`src/source/mini_mips_cfg.svh`:
```
`ifndef MINI_MIPS_CFG_SVH
`define MINI_MIPS_CFG_SVH

// data word width
`define MM_XLEN 32

// architectural register count
`define MM_REG_COUNT 32

// register index width
`define MM_REG_ADDR_W 5

// clock edges from issue strobe to retire strobe
// decode, execute, memory, write-back
`define MM_RETIRE_LATENCY 4

`endif

```
`src/source/mini_mips_pkg.sv`:
```
package mini_mips_pkg;

  `include "mini_mips_cfg.svh"

  // primary opcode field
  typedef enum logic [5:0] {
    OP_RTYPE = 6'd0,
    OP_ADDI  = 6'd8
  } opcode_e;

  // r-type function field
  typedef enum logic [5:0] {
    FN_ADD = 6'd32,
    FN_SUB = 6'd34,
    FN_AND = 6'd36,
    FN_OR  = 6'd37,
    FN_XOR = 6'd38,
    FN_SLT = 6'd42
  } funct_e;

  typedef enum logic [2:0] {
    ALU_ADD,
    ALU_SUB,
    ALU_AND,
    ALU_OR,
    ALU_XOR,
    ALU_SLT
  } alu_op_e;

  typedef struct packed {
    logic    write_reg;
    logic    use_imm;
    alu_op_e alu_op;
  } control_t;

  typedef struct packed {
    opcode_e                    opcode;
    logic [`MM_REG_ADDR_W-1:0] rs;
    logic [`MM_REG_ADDR_W-1:0] rt;
    logic [`MM_REG_ADDR_W-1:0] rd;
    funct_e                     funct;
    logic [15:0]                imm;
    logic [`MM_REG_ADDR_W-1:0] dest;
    control_t                   control;
  } unpack_t;

  // one pipeline stage
  typedef struct packed {
    logic                       valid;
    logic [`MM_XLEN-1:0]        instruction;
    control_t                   control;
    logic [`MM_REG_ADDR_W-1:0] dest_reg;
    logic [`MM_XLEN-1:0]        dest_reg_data;
    logic [`MM_XLEN-1:0]        rs_data;
    logic [`MM_XLEN-1:0]        rt_data;
  } pipeline_signal_t;

  typedef struct packed {
    logic                forward_rs;
    logic                forward_rt;
    logic [`MM_XLEN-1:0] rs;
    logic [`MM_XLEN-1:0] rt;
  } forward_info_t;

  typedef struct packed {
    logic                valid;
    logic [`MM_XLEN-1:0] instruction;
  } issue_t;

  typedef struct packed {
    logic                       valid;
    logic                       write;
    logic [`MM_REG_ADDR_W-1:0] dest;
    logic [`MM_XLEN-1:0]        data;
  } retire_t;

endpackage

```
`src/source/extract_instruction.sv`:
```
`timescale 1ns/1ps

`include "mini_mips_cfg.svh"

module extract_instruction import mini_mips_pkg::*; (
  input  logic [`MM_XLEN-1:0] instruction,
  output unpack_t             ei
);

  always_comb begin
    ei        = '0;
    // fixed mips field positions
    ei.opcode = opcode_e'(instruction[31:26]);
    ei.rs     = instruction[25:21];
    ei.rt     = instruction[20:16];
    ei.rd     = instruction[15:11];
    ei.funct  = funct_e'(instruction[5:0]);
    ei.imm    = instruction[15:0];

    ei.dest              = ei.rd;
    ei.control.write_reg = 1'b0;
    ei.control.use_imm   = 1'b0;
    ei.control.alu_op    = ALU_ADD;

    case (ei.opcode)
      OP_RTYPE: begin
        ei.control.write_reg = 1'b1;
        case (ei.funct)
          FN_ADD: ei.control.alu_op = ALU_ADD;
          FN_SUB: ei.control.alu_op = ALU_SUB;
          FN_AND: ei.control.alu_op = ALU_AND;
          FN_OR:  ei.control.alu_op = ALU_OR;
          FN_XOR: ei.control.alu_op = ALU_XOR;
          FN_SLT: ei.control.alu_op = ALU_SLT;
          // unknown funct retires as a no-op
          default: ei.control.write_reg = 1'b0;
        endcase
      end
      OP_ADDI: begin
        // i-type writes rt
        ei.dest              = ei.rt;
        ei.control.write_reg = 1'b1;
        ei.control.use_imm   = 1'b1;
        ei.control.alu_op    = ALU_ADD;
      end
      default: begin
        ei.control.write_reg = 1'b0;
      end
    endcase
  end

endmodule

```
`src/source/register_file.sv`:
```
`timescale 1ns/1ps

`include "mini_mips_cfg.svh"

module register_file (
  input  logic                       clk,
  input  logic                       rst,
  input  logic [`MM_REG_ADDR_W-1:0] rs_addr,
  input  logic [`MM_REG_ADDR_W-1:0] rt_addr,
  output logic [`MM_XLEN-1:0]        rs_data,
  output logic [`MM_XLEN-1:0]        rt_data,
  input  logic                       wr_en,
  input  logic [`MM_REG_ADDR_W-1:0] wr_addr,
  input  logic [`MM_XLEN-1:0]        wr_data
);

  logic [`MM_XLEN-1:0] regs [`MM_REG_COUNT];

  always_ff @(posedge clk) begin
    if (rst) begin
      for (int i = 0; i < `MM_REG_COUNT; i++) begin
        regs[i] <= '0;
      end
    end else if (wr_en && wr_addr != '0) begin
      regs[wr_addr] <= wr_data;
    end
  end

  // register 0 reads as zero
  assign rs_data = (rs_addr == '0) ? '0 : regs[rs_addr];
  assign rt_data = (rt_addr == '0) ? '0 : regs[rt_addr];

endmodule

```
`src/source/main_forwarder.sv`:
```
`timescale 1ns/1ps

`include "mini_mips_cfg.svh"

module main_forwarder import mini_mips_pkg::*; (
  input  pipeline_signal_t ps_decode,
  input  pipeline_signal_t ps_execute,
  input  pipeline_signal_t ps_memory,
  input  pipeline_signal_t ps_write_back,
  output forward_info_t    decode_forward_info,
  output forward_info_t    execute_forward_info
);

  unpack_t execute_unpack;
  unpack_t decode_unpack;

  // true when a stage will write the register a consumer reads
  function automatic logic produces(input pipeline_signal_t         ps,
                                    input logic [`MM_REG_ADDR_W-1:0] src);
    return ps.valid && ps.control.write_reg && (ps.dest_reg != '0) &&
           (ps.dest_reg == src);
  endfunction

  extract_instruction execute_ei (
    .instruction(ps_execute.instruction),
    .ei         (execute_unpack)
  );

  extract_instruction decode_ei (
    .instruction(ps_decode.instruction),
    .ei         (decode_unpack)
  );

  // memory stage wins over write-back for execute operands
  always_comb begin
    execute_forward_info = '0;

    if (produces(ps_memory, execute_unpack.rs)) begin
      execute_forward_info.forward_rs = 1'b1;
      execute_forward_info.rs         = ps_memory.dest_reg_data;
    end else if (produces(ps_write_back, execute_unpack.rs)) begin
      execute_forward_info.forward_rs = 1'b1;
      execute_forward_info.rs         = ps_write_back.dest_reg_data;
    end

    if (produces(ps_memory, execute_unpack.rt)) begin
      execute_forward_info.forward_rt = 1'b1;
      execute_forward_info.rt         = ps_memory.dest_reg_data;
    end else if (produces(ps_write_back, execute_unpack.rt)) begin
      execute_forward_info.forward_rt = 1'b1;
      execute_forward_info.rt         = ps_write_back.dest_reg_data;
    end
  end

  // decode reads race the register file write in the same cycle
  always_comb begin
    decode_forward_info = '0;

    if (produces(ps_write_back, decode_unpack.rs)) begin
      decode_forward_info.forward_rs = 1'b1;
      decode_forward_info.rs         = ps_write_back.dest_reg_data;
    end

    if (produces(ps_write_back, decode_unpack.rt)) begin
      decode_forward_info.forward_rt = 1'b1;
      decode_forward_info.rt         = ps_write_back.dest_reg_data;
    end
  end

endmodule

```
`src/source/pipeline_datapath.sv`:
```
`timescale 1ns/1ps

`include "mini_mips_cfg.svh"

module pipeline_datapath import mini_mips_pkg::*; (
  input  logic                       clk,
  input  logic                       rst,
  input  issue_t                     issue,
  output pipeline_signal_t           ps_decode,
  output pipeline_signal_t           ps_execute,
  output pipeline_signal_t           ps_memory,
  output pipeline_signal_t           ps_write_back,
  input  forward_info_t              decode_forward_info,
  input  forward_info_t              execute_forward_info,
  output logic [`MM_REG_ADDR_W-1:0] rs_addr,
  output logic [`MM_REG_ADDR_W-1:0] rt_addr,
  input  logic [`MM_XLEN-1:0]        rs_data,
  input  logic [`MM_XLEN-1:0]        rt_data,
  output logic                       wr_en,
  output logic [`MM_REG_ADDR_W-1:0] wr_addr,
  output logic [`MM_XLEN-1:0]        wr_data,
  output retire_t                    retire
);

  issue_t              decode_q;
  unpack_t             decode_fields;
  pipeline_signal_t    execute_next;
  pipeline_signal_t    memory_next;

  logic [`MM_XLEN-1:0] op_a;
  logic [`MM_XLEN-1:0] op_b_reg;
  logic [`MM_XLEN-1:0] op_b;
  logic [`MM_XLEN-1:0] imm_ext;
  logic [`MM_XLEN-1:0] alu_result;
  logic                wb_writes;

  // decode stage
  always_ff @(posedge clk) begin
    decode_q <= issue;
    if (rst) begin
      decode_q.valid <= 1'b0;
    end
  end

  extract_instruction decode_ei (
    .instruction(decode_q.instruction),
    .ei         (decode_fields)
  );

  assign rs_addr = decode_fields.rs;
  assign rt_addr = decode_fields.rt;

  always_comb begin
    ps_decode             = '0;
    ps_decode.valid       = decode_q.valid;
    ps_decode.instruction = decode_q.instruction;
    ps_decode.control     = decode_fields.control;
    ps_decode.dest_reg    = decode_fields.dest;
    ps_decode.rs_data     = rs_data;
    ps_decode.rt_data     = rt_data;
  end

  // bypass a same-cycle write-back into the captured operands
  always_comb begin
    execute_next = ps_decode;
    if (decode_forward_info.forward_rs) begin
      execute_next.rs_data = decode_forward_info.rs;
    end
    if (decode_forward_info.forward_rt) begin
      execute_next.rt_data = decode_forward_info.rt;
    end
  end

  // execute stage operand selection
  assign op_a     = execute_forward_info.forward_rs ? execute_forward_info.rs
                                                    : ps_execute.rs_data;
  assign op_b_reg = execute_forward_info.forward_rt ? execute_forward_info.rt
                                                    : ps_execute.rt_data;
  assign imm_ext  = {{(`MM_XLEN-16){ps_execute.instruction[15]}},
                     ps_execute.instruction[15:0]};
  assign op_b     = ps_execute.control.use_imm ? imm_ext : op_b_reg;

  always_comb begin
    case (ps_execute.control.alu_op)
      ALU_ADD: alu_result = op_a + op_b;
      ALU_SUB: alu_result = op_a - op_b;
      ALU_AND: alu_result = op_a & op_b;
      ALU_OR:  alu_result = op_a | op_b;
      ALU_XOR: alu_result = op_a ^ op_b;
      // signed compare
      ALU_SLT: alu_result = {{(`MM_XLEN-1){1'b0}}, $signed(op_a) < $signed(op_b)};
      default: alu_result = '0;
    endcase
  end

  always_comb begin
    memory_next               = ps_execute;
    memory_next.dest_reg_data = alu_result;
  end

  // execute, memory and write-back registers
  always_ff @(posedge clk) begin
    ps_execute    <= execute_next;
    ps_memory     <= memory_next;
    ps_write_back <= ps_memory;
    if (rst) begin
      ps_execute.valid    <= 1'b0;
      ps_memory.valid     <= 1'b0;
      ps_write_back.valid <= 1'b0;
    end
  end

  // write-back never writes register 0
  assign wb_writes = ps_write_back.valid && ps_write_back.control.write_reg &&
                     (ps_write_back.dest_reg != '0);

  assign wr_en   = wb_writes;
  assign wr_addr = ps_write_back.dest_reg;
  assign wr_data = ps_write_back.dest_reg_data;

  always_comb begin
    retire.valid = ps_write_back.valid;
    retire.write = wb_writes;
    retire.dest  = ps_write_back.dest_reg;
    retire.data  = wb_writes ? ps_write_back.dest_reg_data : '0;
  end

endmodule

```
`src/source/mini_mips_top.sv`:
```
`timescale 1ns/1ps

`include "mini_mips_cfg.svh"

module mini_mips_top import mini_mips_pkg::*; (
  input  logic    clk,
  input  logic    rst,
  input  issue_t  issue,
  output retire_t retire
);

  pipeline_signal_t ps_decode;
  pipeline_signal_t ps_execute;
  pipeline_signal_t ps_memory;
  pipeline_signal_t ps_write_back;
  forward_info_t    decode_forward_info;
  forward_info_t    execute_forward_info;

  logic [`MM_REG_ADDR_W-1:0] rs_addr;
  logic [`MM_REG_ADDR_W-1:0] rt_addr;
  logic [`MM_XLEN-1:0]        rs_data;
  logic [`MM_XLEN-1:0]        rt_data;
  logic                       wr_en;
  logic [`MM_REG_ADDR_W-1:0] wr_addr;
  logic [`MM_XLEN-1:0]        wr_data;

  pipeline_datapath i_datapath (
    .clk                 (clk),
    .rst                 (rst),
    .issue               (issue),
    .ps_decode           (ps_decode),
    .ps_execute          (ps_execute),
    .ps_memory           (ps_memory),
    .ps_write_back       (ps_write_back),
    .decode_forward_info (decode_forward_info),
    .execute_forward_info(execute_forward_info),
    .rs_addr             (rs_addr),
    .rt_addr             (rt_addr),
    .rs_data             (rs_data),
    .rt_data             (rt_data),
    .wr_en               (wr_en),
    .wr_addr             (wr_addr),
    .wr_data             (wr_data),
    .retire              (retire)
  );

  // hazard bypass for execute and decode
  main_forwarder i_forwarder (
    .ps_decode           (ps_decode),
    .ps_execute          (ps_execute),
    .ps_memory           (ps_memory),
    .ps_write_back       (ps_write_back),
    .decode_forward_info (decode_forward_info),
    .execute_forward_info(execute_forward_info)
  );

  register_file i_register_file (
    .clk    (clk),
    .rst    (rst),
    .rs_addr(rs_addr),
    .rt_addr(rt_addr),
    .rs_data(rs_data),
    .rt_data(rt_data),
    .wr_en  (wr_en),
    .wr_addr(wr_addr),
    .wr_data(wr_data)
  );

endmodule

```
`config.mk`:
```
export PLATFORM = sky130hd
export DESIGN_NAME = mini_mips_top
export DESIGN_NICKNAME = d
export VERILOG_FILES = /design/src/source/mini_mips_pkg.sv /design/src/source/extract_instruction.sv /design/src/source/register_file.sv /design/src/source/main_forwarder.sv /design/src/source/pipeline_datapath.sv /design/src/source/mini_mips_top.sv
export VERILOG_INCLUDE_DIRS = /design/src /design/src/source
export SDC_FILE = /design/constraint.sdc
export NUM_CORES = 2
export LEC_CHECK = 0
export BUFFER_PORTS_ARGS = -buffer_cell sky130_fd_sc_hd__buf_4
export CAP_MARGIN = 25
export CORE_UTILIZATION = 50
export DETAILED_ROUTE_END_ITERATION = 12
export GPL_TIMING_DRIVEN = 0
export PLACE_DENSITY = 0.65
export SYNTH_ARGS = -nofsm -noshare
export SYNTH_HDL_FRONTEND = slang
export SYNTH_SLANG_ARGS = --single-unit
```
`constraint.sdc`:
```
create_clock -name clk -period 5.4 [get_ports clk]
set_input_delay 1.62 -clock clk [delete_from_list [all_inputs] [get_ports clk]]
set_output_delay 1.62 -clock clk [all_outputs]
set_load 0.01 [all_outputs]
```
==> metrics.txt <==
accumulated negative setup slack=-0.6053 ns; global-route wire length before repair=388.6 mm; reg2reg start=i_datapath.ps_decode[130]; initial antenna violation count=41; Startpoint Class=register; DP Wirelength=around 210 mm; CTS tree=yes; Area growth, synth to finish=14.04%; top cell type's share of synthesized area=approximately 46%; die area=between 100,000 and 150,000 um^2; CTS Buffer Depth=3; Cells after Synth=roughly 5.5k; detailed-route via count=around 53k; clk_lat worst skew=0.83 ns; endpoints failing hold=0; RSZ-0062 raised after global routing=false; Final period util=102.8%; final setup fails=10; Ys Warns=0; Finished Layout Cells=7,818; Util after Layout=between 50% and 60%; share of post-route cells with drive strength above 1=~17%; largest net degree at the start of global routing=33; Die Wd=368.9 um; synthesized flop and latch total=1,236; Fmax=0.1801 GHz; Placed Instances=7,488; worst hold path class=register to register; vias in the first global route=just under 50k; post-layout net count=about 6k; PwrDens=354.4 nW/um^2; Die Ht=approximately 370 um; Vias/cell=approximately 6.8; final worst slack=-0.1530 ns; status=finished with violations; clk slew on worst S/H paths=0.06 ns; CP Class=register to register; ys async rst share=0%; failing checks=setup timing; num rows=134; leakage=between 20 and 30 nW; num ports=74; CTS Buf Count=139; DRC viols=0; Total Power=~27 mW; ys flop type=edfxtp_1; Final Hold Slack=0.3197 ns; Routed Wire Length=287.1 mm; Reg2Reg Setup Slack=-0.15 ns; data arrival time of the critical path=approximately 6.2 ns; Hold Startpoint=i_datapath.ps_decode[116]; Critical Path Fanout Max=10; placed instance area=between 70,000 and 80,000 um^2; Worst Hold End=i_datapath.ps_execute[116]; post-route cell area=76,770 um^2; total clock sinks=1,236; dpl ws=-0.9676 ns; CP endpoint kind=register; Hold Path Cell Cnt=0; Synth area leaders=edfxtp_1 46%, mux4_2 10%, and2_1 9.5%, dfxtp_1 6.3%, mux2i_1 6.2%; worst-margin pin slew=~1.3 ns; Synth Area per Inst=around 12 um^2; Max Slew Vio Count=0; Routed wire per std cell=between 30 and 40 um; Final ANT Viol Nets=0; gpl congestion=approximately 1.1; Synth cell types=79; grt total ovfl=0; drt first pass iters=10; most frequent cell after synthesis=and2_1; FF-to-FF path depth=10; number of H-tree levels=4; DR iter-0 viols=8,476; worst slew margin relative to its limit=between 10% and 20%; synth cell count leaders=1,027 x and2_1, 1,024 x edfxtp_1, 415 x mux2i_1; r2r endpoint=i_datapath.ps_execute[33]; Core Area=133,500 um^2; synthesized area=just under 70,000 um^2; post-synthesis sequential area ratio=between 50% and 60%; GRT Total Usage=41.79%; Clock Tree Root=clkbuf_16; Final Critical Period=5.553 ns; cts hold-fix bufs=0; area leader, netlist=edfxtp_1; Clock Skew=about 0.037 ns; PortBufs=between 70 and 80; maximum ir drop on the vdd rail=0.3641 mV; Starting Density=50.44%; Post-synth EDFFs=1,024; maxcap violations=0; Crit path required time=approximately 6 ns
layout make-up:
class	instances	area, um^2
Antenna cell	33	82.58
Buffer	515	2147
Clock buffer	186	3809
Clock inverter	63	518.0
Fill cell	11080	56690
Inverter	96	360.3
Multi-Input combinational cell	3725	30310
Sequential cell	1236	34990
Tap cell	1768	2212
Timing Repair Buffer	196	2333
power breakdown:
part / internal, mW / leakage (nW) / total, mW / switching [mW]
combinational: 1.76 / 14.9 / 5.92 / 4.16
sequential: 10.9 / 12.3 / 12.0 / 1.09
clock: 5.17 / 2.12 / 9.29 / 4.12
layer usage:
layer  wire (um)  share of wire (%)  GRT usage [%]  vias to the layer above
li1            -                  -              -                    21300
met1      101100                 35          52.19                    26260
met4       26160                9.1          30.15                       20
met5         121              0.042         0.7835                        -
met2      115600                 40          57.45                     4438
met3       44010                 15          18.00                     1057
worst max-delay path, stage by stage, from the launching register on:
cell	delay, ns
dfxtp_1	0.39
clkbuf_1	0.73
buf_8	0.26
clkbuf_1	0.90
clkbuf_1	0.88
o21ai_0	0.20
a21oi_1	0.37
nor2_1	0.06
o21ai_0	0.29
o21ai_0	0.22
o21ai_0	1.03
logic make-up (layout without fill, tap and decap cells):
group	after synthesis	in the layout	share of synthesized area, %
XOR/XNOR	55	55	0.7156
buffers and inverters	612	1056	3.630
adder cells (fa/ha/maj)	105	105	1.974
other	1	65	0.005571
multiplexers	828	828	18.07
AO/OA/AOI/OAI	1066	1066	10.07
flip-flops	1236	1236	51.99
AND/OR/NAND/NOR	1639	1639	13.56
sequential cells by signal, indices dropped and copies added (netlist names):
name                      flops
i_datapath.wr_data           32
i_datapath.wr_addr            5
i_datapath.ps_memory         39
i_datapath.ps_write_back      2
i_datapath.ps_decode         33
i_datapath.ps_execute       101
i_register_file.regs       1024
timing repair:
action                     4_1_cts  5_1_grt
setup buffers                   10        7
cloned                           0        0
pin swaps                        5       12
setup endpoints to repair       24       17
resized for setup               49       60
placed cells by master, fill, tap and decap left out, drive strengths merged, types with 7 or more instances in the layout:
master and count:
a21o 31, nor3 32, inv 103, dfxtp 212, or3 10, or2 54, o21bai 11, o211ai 74
nor2b 16, clkinv 50, conb 32, a211oi 45, clkbuf 566, a22oi 118, mux2 115, o22ai 11
mux2i 415, xor2 19, xnor2 36, nand2 146, a221oi 117, and2 1029, ha 103, edfxtp 1024
o21ai 356, diode 33, mux4 298, nor2 296, nand3 14, nand4 13, nand2b 10, buf 331
o32a 7, o31ai 9, a21oi 233
worst max path at each step:
stage	from	to	slack, ns	cells after the start
3_5_place_dp	i_datapath.wr_addr[1]	i_datapath.ps_memory[94]	-0.97	20
4_1_cts	i_datapath.wr_addr[3]	i_datapath.ps_memory[94]	-0.06	20
5_1_grt	i_datapath.wr_addr[4]	i_datapath.ps_memory[87]	0.02	19
6_report	i_datapath.ps_decode[130]	i_datapath.ps_execute[33]	-0.15	10
2_1_floorplan	i_datapath.wr_addr[3]	i_datapath.ps_memory[94]	0.59	19
3_3_place_gp	i_datapath.wr_addr[1]	i_datapath.ps_memory[94]	-1.91	20
Power figures use the tool's default switching activity.
